[src/hw/rrf_settings.svh]
// ********************
// Sizing of the renamed-register file.
// Two tiles of RRF_TILE_ENTRIES entries give the physical register count.
// RRF_TILE_ENTRIES and RRF_THREADS must be powers of two.
// ********************

`ifndef RRF_SETTINGS_SVH
`define RRF_SETTINGS_SVH

// Width of one register word in bits.
`define RRF_DATA_WIDTH 32

// Number of read ports, each with its own output enable.
`define RRF_READ_PORTS 4

// Number of write ports. Port 0 wins on a collision.
`define RRF_WRITE_PORTS 2

// Hardware thread contexts held per register.
`define RRF_THREADS 4

// Entries in each of the two tiles.
`define RRF_TILE_ENTRIES 16

`endif

[src/hw/rrf_addr_pkg.sv]
// ********************
// Register-address, entry-index and thread-id types.
// The address top bit picks the tile, and the low bits pick the entry.
// ********************

package rrf_addr_pkg;

  `include "rrf_settings.svh"

  localparam int ENTRY_BITS = $clog2(`RRF_TILE_ENTRIES);  // Entry index width.
  localparam int THREAD_BITS = $clog2(`RRF_THREADS);      // Thread id width.

  // Physical register number, tile bit on top.
  typedef logic [ENTRY_BITS:0] rrf_addr_t;

  // Entry index inside one tile.
  typedef logic [ENTRY_BITS-1:0] rrf_entry_t;

  // Hardware thread context.
  typedef logic [THREAD_BITS-1:0] rrf_thread_t;

endpackage

[src/hw/rrf_data_pkg.sv]
// ********************
// Register data type.
// The word width follows RRF_DATA_WIDTH.
// ********************

package rrf_data_pkg;

  `include "rrf_settings.svh"

  // One register word as stored and read back.
  typedef logic [`RRF_DATA_WIDTH-1:0] rrf_word_t;

  // All-zero word, driven by a port whose output enable is low.
  localparam rrf_word_t RRF_WORD_ZERO = '0;

  // All-ones word, seen on read_data_n right after reset.
  localparam rrf_word_t RRF_WORD_ONES = '1;

endpackage

[src/hw/rrf_entry.sv]
// ********************
// One physical register with one word per thread context.
// write_en must already be qualified by the tile bit.
// Port 0 wins when several write ports hit this entry.
// ********************

`timescale 1ns/1ps

`include "rrf_settings.svh"

module rrf_entry #(
  parameter int ENTRY_INDEX = 0
) (
  input  logic                                               clk,
  input  logic                                               rst,
  input  rrf_addr_pkg::rrf_entry_t [`RRF_WRITE_PORTS-1:0]    write_entry,
  input  rrf_data_pkg::rrf_word_t  [`RRF_WRITE_PORTS-1:0]    write_data,
  input  logic                     [`RRF_WRITE_PORTS-1:0]    write_en,
  input  rrf_addr_pkg::rrf_thread_t                          write_thread,
  input  rrf_addr_pkg::rrf_thread_t                          read_thread,
  output rrf_data_pkg::rrf_word_t                            entry_data
);

  import rrf_addr_pkg::*;
  import rrf_data_pkg::*;

  localparam rrf_entry_t MY_INDEX = rrf_entry_t'(ENTRY_INDEX);  // Entry number in the tile.

  rrf_word_t                    slots [`RRF_THREADS];  // One word per thread.
  logic [`RRF_WRITE_PORTS-1:0]  hit;                   // Ports addressing this entry.
  logic                         any_hit;
  rrf_word_t                    win_data;              // Data of the winning port.

  // ********************
  // Write selection
  // ********************

  always_comb
  begin
    for (int p = 0; p < `RRF_WRITE_PORTS; p++)
    begin
      hit[p] = write_en[p] && (write_entry[p] == MY_INDEX);
    end
  end

  // Walk from the highest port down so that port 0 lands last and wins.
  always_comb
  begin
    any_hit  = 1'b0;
    win_data = RRF_WORD_ZERO;
    for (int p = `RRF_WRITE_PORTS - 1; p >= 0; p--)
    begin
      if (hit[p])
      begin
        any_hit  = 1'b1;
        win_data = write_data[p];
      end
    end
  end

  // ********************
  // Storage
  // ********************

  always_ff @(posedge clk)
  begin
    if (rst)
    begin
      for (int t = 0; t < `RRF_THREADS; t++)
      begin
        slots[t] <= RRF_WORD_ZERO;  // Every context starts at zero.
      end
    end
    else if (any_hit)
    begin
      slots[write_thread] <= win_data;
    end
  end

  assign entry_data = slots[read_thread];  // Combinational read of one context.

endmodule

[src/hw/rrf_tile.sv]
// ********************
// A tile of RRF_TILE_ENTRIES registers.
// Writes whose address top bit differs from TILE_INDEX are ignored.
// Reads are combinational; the caller registers read_entry.
// ********************

`timescale 1ns/1ps

`include "rrf_settings.svh"

module rrf_tile #(
  parameter int TILE_INDEX = 0
) (
  input  logic                                              clk,
  input  logic                                              rst,
  input  rrf_addr_pkg::rrf_entry_t [`RRF_READ_PORTS-1:0]    read_entry,
  input  rrf_addr_pkg::rrf_thread_t                         read_thread,
  output rrf_data_pkg::rrf_word_t  [`RRF_READ_PORTS-1:0]    tile_read_data,
  input  rrf_addr_pkg::rrf_addr_t  [`RRF_WRITE_PORTS-1:0]   write_addr,
  input  rrf_data_pkg::rrf_word_t  [`RRF_WRITE_PORTS-1:0]   write_data,
  input  logic                     [`RRF_WRITE_PORTS-1:0]   write_en,
  input  rrf_addr_pkg::rrf_thread_t                         write_thread
);

  import rrf_addr_pkg::*;
  import rrf_data_pkg::*;

  localparam logic TILE_BIT = TILE_INDEX[0];  // Value of the address top bit for this tile.

  rrf_entry_t [`RRF_WRITE_PORTS-1:0]  write_entry;  // Low address bits per write port.
  logic       [`RRF_WRITE_PORTS-1:0]  tile_wen;     // Enables limited to this tile.
  rrf_word_t                          entry_word [`RRF_TILE_ENTRIES];

  // ********************
  // Write qualification
  // ********************

  genvar p;
  generate
    for (p = 0; p < `RRF_WRITE_PORTS; p++)
    begin : g_wport
      assign write_entry[p] = write_addr[p][ENTRY_BITS-1:0];
      assign tile_wen[p]    = write_en[p] && (write_addr[p][ENTRY_BITS] == TILE_BIT);
    end
  endgenerate

  // ********************
  // Entries
  // ********************

  genvar e;
  generate
    for (e = 0; e < `RRF_TILE_ENTRIES; e++)
    begin : g_entry
      rrf_entry #(
        .ENTRY_INDEX (e)
      ) u_entry (
        .clk          (clk),
        .rst          (rst),
        .write_entry  (write_entry),
        .write_data   (write_data),
        .write_en     (tile_wen),
        .write_thread (write_thread),
        .read_thread  (read_thread),
        .entry_data   (entry_word[e])
      );
    end
  endgenerate

  // ********************
  // Read multiplexers
  // ********************

  // One mux per read port replaces the shared tri-state bus.
  genvar r;
  generate
    for (r = 0; r < `RRF_READ_PORTS; r++)
    begin : g_rport
      assign tile_read_data[r] = entry_word[read_entry[r]];
    end
  endgenerate

endmodule

[config.mk]
export PLATFORM = sky130hd
export DESIGN_NAME = rrf_tile
export DESIGN_NICKNAME = d
export VERILOG_FILES = /design/src/hw/rrf_addr_pkg.sv /design/src/hw/rrf_data_pkg.sv /design/src/hw/rrf_entry.sv /design/src/hw/rrf_tile.sv
export VERILOG_INCLUDE_DIRS = /design/src /design/src/hw
export SDC_FILE = /design/constraint.sdc
export NUM_CORES = 2
export LEC_CHECK = 0
export BUFFER_PORTS_ARGS = -buffer_cell sky130_fd_sc_hd__buf_4
export CAP_MARGIN = 10
export CORE_MARGIN = 10
export CORE_UTILIZATION = 35
export CTS_BUF_LIST = sky130_fd_sc_hd__clkbuf_8
export CTS_CLUSTER_DIAMETER = 30
export DETAILED_ROUTE_END_ITERATION = 16
export GPL_TIMING_DRIVEN = 0
export PLACE_DENSITY = 0.54
export SLEW_MARGIN = 15
export SYNTH_ARGS = -nofsm -noshare
export SYNTH_HDL_FRONTEND = slang
export SYNTH_SLANG_ARGS = --single-unit
[constraint.sdc]
create_clock -name clk -period 3.48 [get_ports clk]
set_input_delay 0.696 -clock clk [delete_from_list [all_inputs] [get_ports clk]]
set_output_delay 0.696 -clock clk [all_outputs]
set_load 0.03 [all_outputs]
# Word-level counts from Yosys, hierarchy flattened
# Memories as Yosys holds them, arrays and structs flattened.
# Index checks and enable logic that the tools add are counted.
classes:
  n_lt_le_gt_ge: 4
  n_eq_ne: 30
  mux: 174
  bitwise_logic: 6
  n_reduce_logical: 52
op_table:
  columns: ["cell", "count"]
  rows:
  - ["2-to-1 mux 32 bit", 56]
  - ["binary-select mux 32 bit (select 4 bit)", 4]
  - ["OR reduction 32 bit", 16]
  - ["2-to-1 mux 1 bit", 98]
  - ["equality test 4 bit, second input constant", 16]
  - ["logical AND 1 bit", 34]
  - ["equality test 4 x 3 -> 1 bit, second input constant", 8]
  - ["2-to-1 mux 2 bit", 16]
  - ["greater-or-equal comparator 5 bit, second input constant", 4]
  - ["NOT 4 -> 5 bit", 4]
  - ["equality test 4 x 2 -> 1 bit, second input constant", 4]
  - ["equality test 4 x 1 -> 1 bit, second input constant", 2]
  - ["logical NOT 4 bit", 2]
  - ["NOT 1 bit", 2]
word_totals:
  ff_bits: 0
  mem_bits_rw: 2048
  input_bits: 98
  out_inout_bits: 128
  mem_count: 16
memory_table:
  columns: ["name", "depth", "width", "read_ports", "rd_clocked_by_memory_dff", "write_ports", "line_no", "rtl"]
  rows:
  - ["g_entry[0].u_entry.slots", 4, 32, 1, 0, 4, "rrf_entry.sv:29", "rrf_word_t slots [`RRF_THREADS];"]
  - ["g_entry[10].u_entry.slots", 4, 32, 1, 0, 4, "rrf_entry.sv:29", null]
  - ["g_entry[11].u_entry.slots", 4, 32, 1, 0, 4, "rrf_entry.sv:29", null]
  - ["g_entry[12].u_entry.slots", 4, 32, 1, 0, 4, "rrf_entry.sv:29", null]
  - ["g_entry[13].u_entry.slots", 4, 32, 1, 0, 4, "rrf_entry.sv:29", null]
  - ["g_entry[14].u_entry.slots", 4, 32, 1, 0, 4, "rrf_entry.sv:29", null]
  - ["10 more memories", null, null, null, null, null, null, null]

# Longest topological paths before layout
depth:
  ltp_word: 10
  mapped_depth: 8

# Cells and area by module
# A second synthesis with hierarchy kept.
hier_totals:
  hier_cells: 7959
  hier_area_um2: 111997.4
modules_own_cells:
  columns: ["module", "n_inst", "cells_per_inst", "area_per_inst_um2", "seq_area_each_um2"]
  rows:
  - ["rrf_entry (g_entry[10].u_entry ...)", 5, 432, 5950.7, 3843.7]
  - ["rrf_tile", 1, 1086, 14854.2, 0.0]
  - ["rrf_entry (g_entry[11].u_entry ...)", 2, 431, 6368.6, 3843.7]
  - ["rrf_entry (g_entry[1].u_entry ...)", 2, 432, 6135.9, 3843.7]
  - ["rrf_entry (g_entry[4].u_entry ...)", 2, 432, 5978.2, 3843.7]
  - ["rrf_entry (g_entry[13].u_entry ...)", 2, 431, 5871.9, 3843.7]
  - ["rrf_entry (g_entry[15].u_entry)", 1, 431, 6492.5, 3843.7]
  - ["rrf_entry (g_entry[3].u_entry)", 1, 432, 6357.3, 3843.7]
  - ["rrf_entry (g_entry[0].u_entry)", 1, 398, 5830.6, 3843.7]

# Least setup slack after synthesis
# Ideal clock, no wire load.
synth_path:
  path_type: "input -> output"
  startpoint: "in read_thread[1]"
  endpoint: "out tile_read_data[113] (netlist name)"
  t_arrival_ps: 2860
  required_time_ps: 2784
  path_slack_ps: -76
  cell_stages: 7
  path_buffers: 3
  path_cell_list: "clkbuf_1 clkbuf_1 clkbuf_1 mux4_2 a22oi_1 a21oi_1 or4_1"
synth_lines:
  columns: ["element", "line_no", "rtl"]
  rows:
  - ["from (decl)", "rrf_tile.sv:17", "input rrf_addr_pkg::rrf_thread_t read_thread,"]
  - ["to (decl)", "rrf_tile.sv:18", "output rrf_data_pkg::rrf_word_t [`RRF_READ_PORTS-1:0] tile_read_data,"]

==> results by group <==
Worst setup path
  – Family with the most delay on the worst path: buffers and inverters
  – Critical path required time: 2.78 ns
  – Crit end category: output pin
  – Worst-path fanout max: 10
  – CP Launch Type: input port
  – Critical path type: in -> out
  – Crit path cell chain: buf_4 > nor2b_1 > clkbuf_2 > clkbuf_1 > a22oi_1 > a21oi_1 > or4_4 > buf_6
  – Crit-path max cell delay: 0.80 ns
  – Buf+Inv Stages, Crit Path: 4
  – Slowest-stage cell, CP: clkbuf_1
  – CP arrival: 3.64 ns

Run status
  – Violated checks: setup timing
  – Status: finished, violations left

Detailed routing
  – Final WL: 555000 um
  – Vias: 82600
  – Initial DRC count: 12700
  – Vias/cell: 6.45
  – DR WL/cell: 43.4 um
  – ANT nets after route: 0
  – DRC violations left: 0
  – Pre-antenna DRT Iters: 9

STA
  – Pins Over Slew Limit: 0
  – Tightest Pin Transition: 1.38 ns
  – Final hold violation count: 0
  – RSZ-0062 raised after global routing: yes
  – FMAX: 231 MHz
  – Max transition margin: 7.99%
  – Tcrit/Tclk final: 125%
  – Final min period: 4.34 ns
  – Final WS setup: -0.856 ns
  – Final setup vio count: 399

Layout
  – Multi-input logic area: 41700 um^2
  – Share of layout cells above drive strength 1: 31.5%
  – FF/Latch Area: 61500 um^2
  – Nets@finish: 8691
  – Largest Register: g_entry.u_entry.slots
  – Layout area overhead: 25.1%
  – Top flop regs: g_entry.u_entry.slots: 2048 flops
  – FILL cells: 26400
  – Number of flip-flops under the largest register name: 2048
  – Post-layout util: 44.0%

Placed design
  – DP HPWL: 419000 um
  – Routability cong.: 1.05
  – DP Worst Slack: -2.76 ns
  – IO Port Bufs: 220

Pwr
  – LEAKAGE: 44.1 nW
  – Power per cell area: 544 nW/um^2
  – Max VDD drop: 0.552 mV
  – Total power: 0.0691 W

Logic synthesis
  – Post-synth net total: 7841
  – Synth Register Bits: 2048
  – YS warnings: 0
  – Post-Syn Area: 101000 um^2
  – Syn_area_per_cell: 13.1 um^2
  – Seq/Total Area, Yosys: 60.6%
  – Synth cell types: 31
  – Syn Inst Count: 7743

Floorplan
  – DIE WIDTH: 558 um
  – Die ar.: 312000 um^2
  – # IOs: 226
  – Core Area: 288000 um^2
  – Site Rows: 197
  – Starting density of the core: 35.2%
  – Die H: 558 um

Global routing
  – Grt ovf: 0
  – Largest net degree at the start of global routing: 33
  – Initial antenna violation count: 51
  – Global-route wire length before repair: 715000 um
  – Number of global-route vias before repair: 78500
  – Total Routing Usage GR: 34.0%

Clock tree
  – Clock tree buffer depth: 4
  – CTS hold repair buffers: 0
  – Clock buffer count from CTS: 451
  – Clk slew on worst S/H paths: 0.06 ns
  – CTS Root Cell: clkbuf_8
  – H-Tree Depth: 5
  – TritonCTS Sinks: 2048
  – TritonCTS clock tree: built

Flow run
  – Max cap viols: 0

Min path
  – Min-delay worst type: in -> reg
-- through the flow --
| step | hold WS (ns) | setup TNS (ns) | instance area (um^2) | cells |
|---|---|---|---|---|
| 2_1_floorplan | 0.978 | -0.649 | 101000 | 7743 |
| 3_3_place_gp | 1.18 | -6972.79 | 108000 | 11700 |
| 3_5_place_dp | 1.20 | -2584.58 | 110000 | 11800 |
| 4_1_cts | 0.0190 | -74.74 | 124000 | 12700 |
| 5_1_grt | 0.0975 | -78.29 | 127000 | 12800 |
| 6_report | 0.101 | -104.11 | 127000 | 12800 |
-- cell usage in the layout, fill, tap and decap left out, drive strengths merged, types with 45 or more instances in the layout --
master	Yosys	final
a22oi	1024	1024
nand2b	79	79
mux4	512	512
or4	128	128
bufinv	0	53
clkinv	0	202
a21oi	512	512
mux2i	512	512
diode	0	45
inv	1	96
buf	121	513
clkbuf	595	1051
nor2	2072	2072
edfxtp	2048	2048
nand2	64	64
-- cell usage after synthesis --
library cell	n	share of area, %
or3b_2	1	0.0086
nor4bb_1	2	0.020
mux4_2	512	11
nand4b_1	3	0.026
clkbuf_1	595	2.2
nand4bb_1	4	0.044
nand2_1	64	0.24
or4b_1	2	0.020
nor4_1	1	0.0062
nand3b_1	2	0.015
nor2_1	2072	7.7
buf_1	43	0.16
buf_2	41	0.20
a21oi_1	512	2.5
or2_2	6	0.037
nor2b_1	10	0.062
buf_4	3	0.022
o22ai_1	15	0.093
or4_1	128	0.95
nor3_1	4	0.020
inv_1	1	0.0037
nor4b_1	1	0.0086
mux2i_1	512	5.1
a21o_1	16	0.12
and2_1	6	0.037
nor3b_1	1	0.0074
o32ai_1	1	0.0086
a22oi_1	1024	7.6
buf_6	34	0.38
nand2b_1	79	0.49
edfxtp_1	2048	61
-- power breakdown --
group,total (W),switching [W],internal (W)
Clock,0.0284,0.0121,0.0163
Combinational,0.0119,0.00823,0.00364
Sequential,0.0288,0.000323,0.0284
Total,0.0691,0.0207,0.0484
-- tightest hold or removal path: stages --
cell and delay (ns):
buf_4 0.15, mux2i_1 0.14, nor2_1 0.10
-- cell type report --
class,count,area share [%]
antenna,45,0.0887
clock buffer,452,4.90
sequential,2048,48.5
buffer,715,3.23
multi-input combinational,4978,32.9
timing repair buffer,398,4.01
inverter,1,0.00296
clock inverter,383,2.71
tap,3781,3.73
-- timing repair --
item | in CTS | in global routing
gates resized for setup | 996 | 477
cloned | 0 | 9
pin swaps | 270 | 216
endpoints found under the setup margin | 267 | 129
setup buffers | 27 | 68
-- kinds of logic (layout without fill, tap and decap cells) --
logic type,Yosys count,count (layout),synth area share (%)
multiplexers,1024,1024,16.4
buffers and inverters,717,1949,2.97
AO/OA/AOI/OAI,1568,1568,10.3
AND/OR/NAND/NOR,2386,2386,9.65
other,0,45,0
flip-flops,2048,2048,60.6
-- path summary, 6_finish.rpt --
check | startpoint | to | cells past startpoint
worst max-delay path | read_entry[0] | tile_read_data[0] | 8
worst min-delay path | write_data[51] | g_entry[1].u_entry.slots[3][19] | 3
-- metal layers --
metal  share of wire, %  routed length [um]  up-vias  global-route usage, %
met4                8.1               44800       12                   22.4
met1                 36              201000    42900                   42.4
li1                   -                   -    31800                      -
met3                 12               67000     1419                   11.2
met2                 44              242000     6399                   50.5
met5              0.013                  73        -                      0
Note: power is estimated with default switching activity, not from simulation.
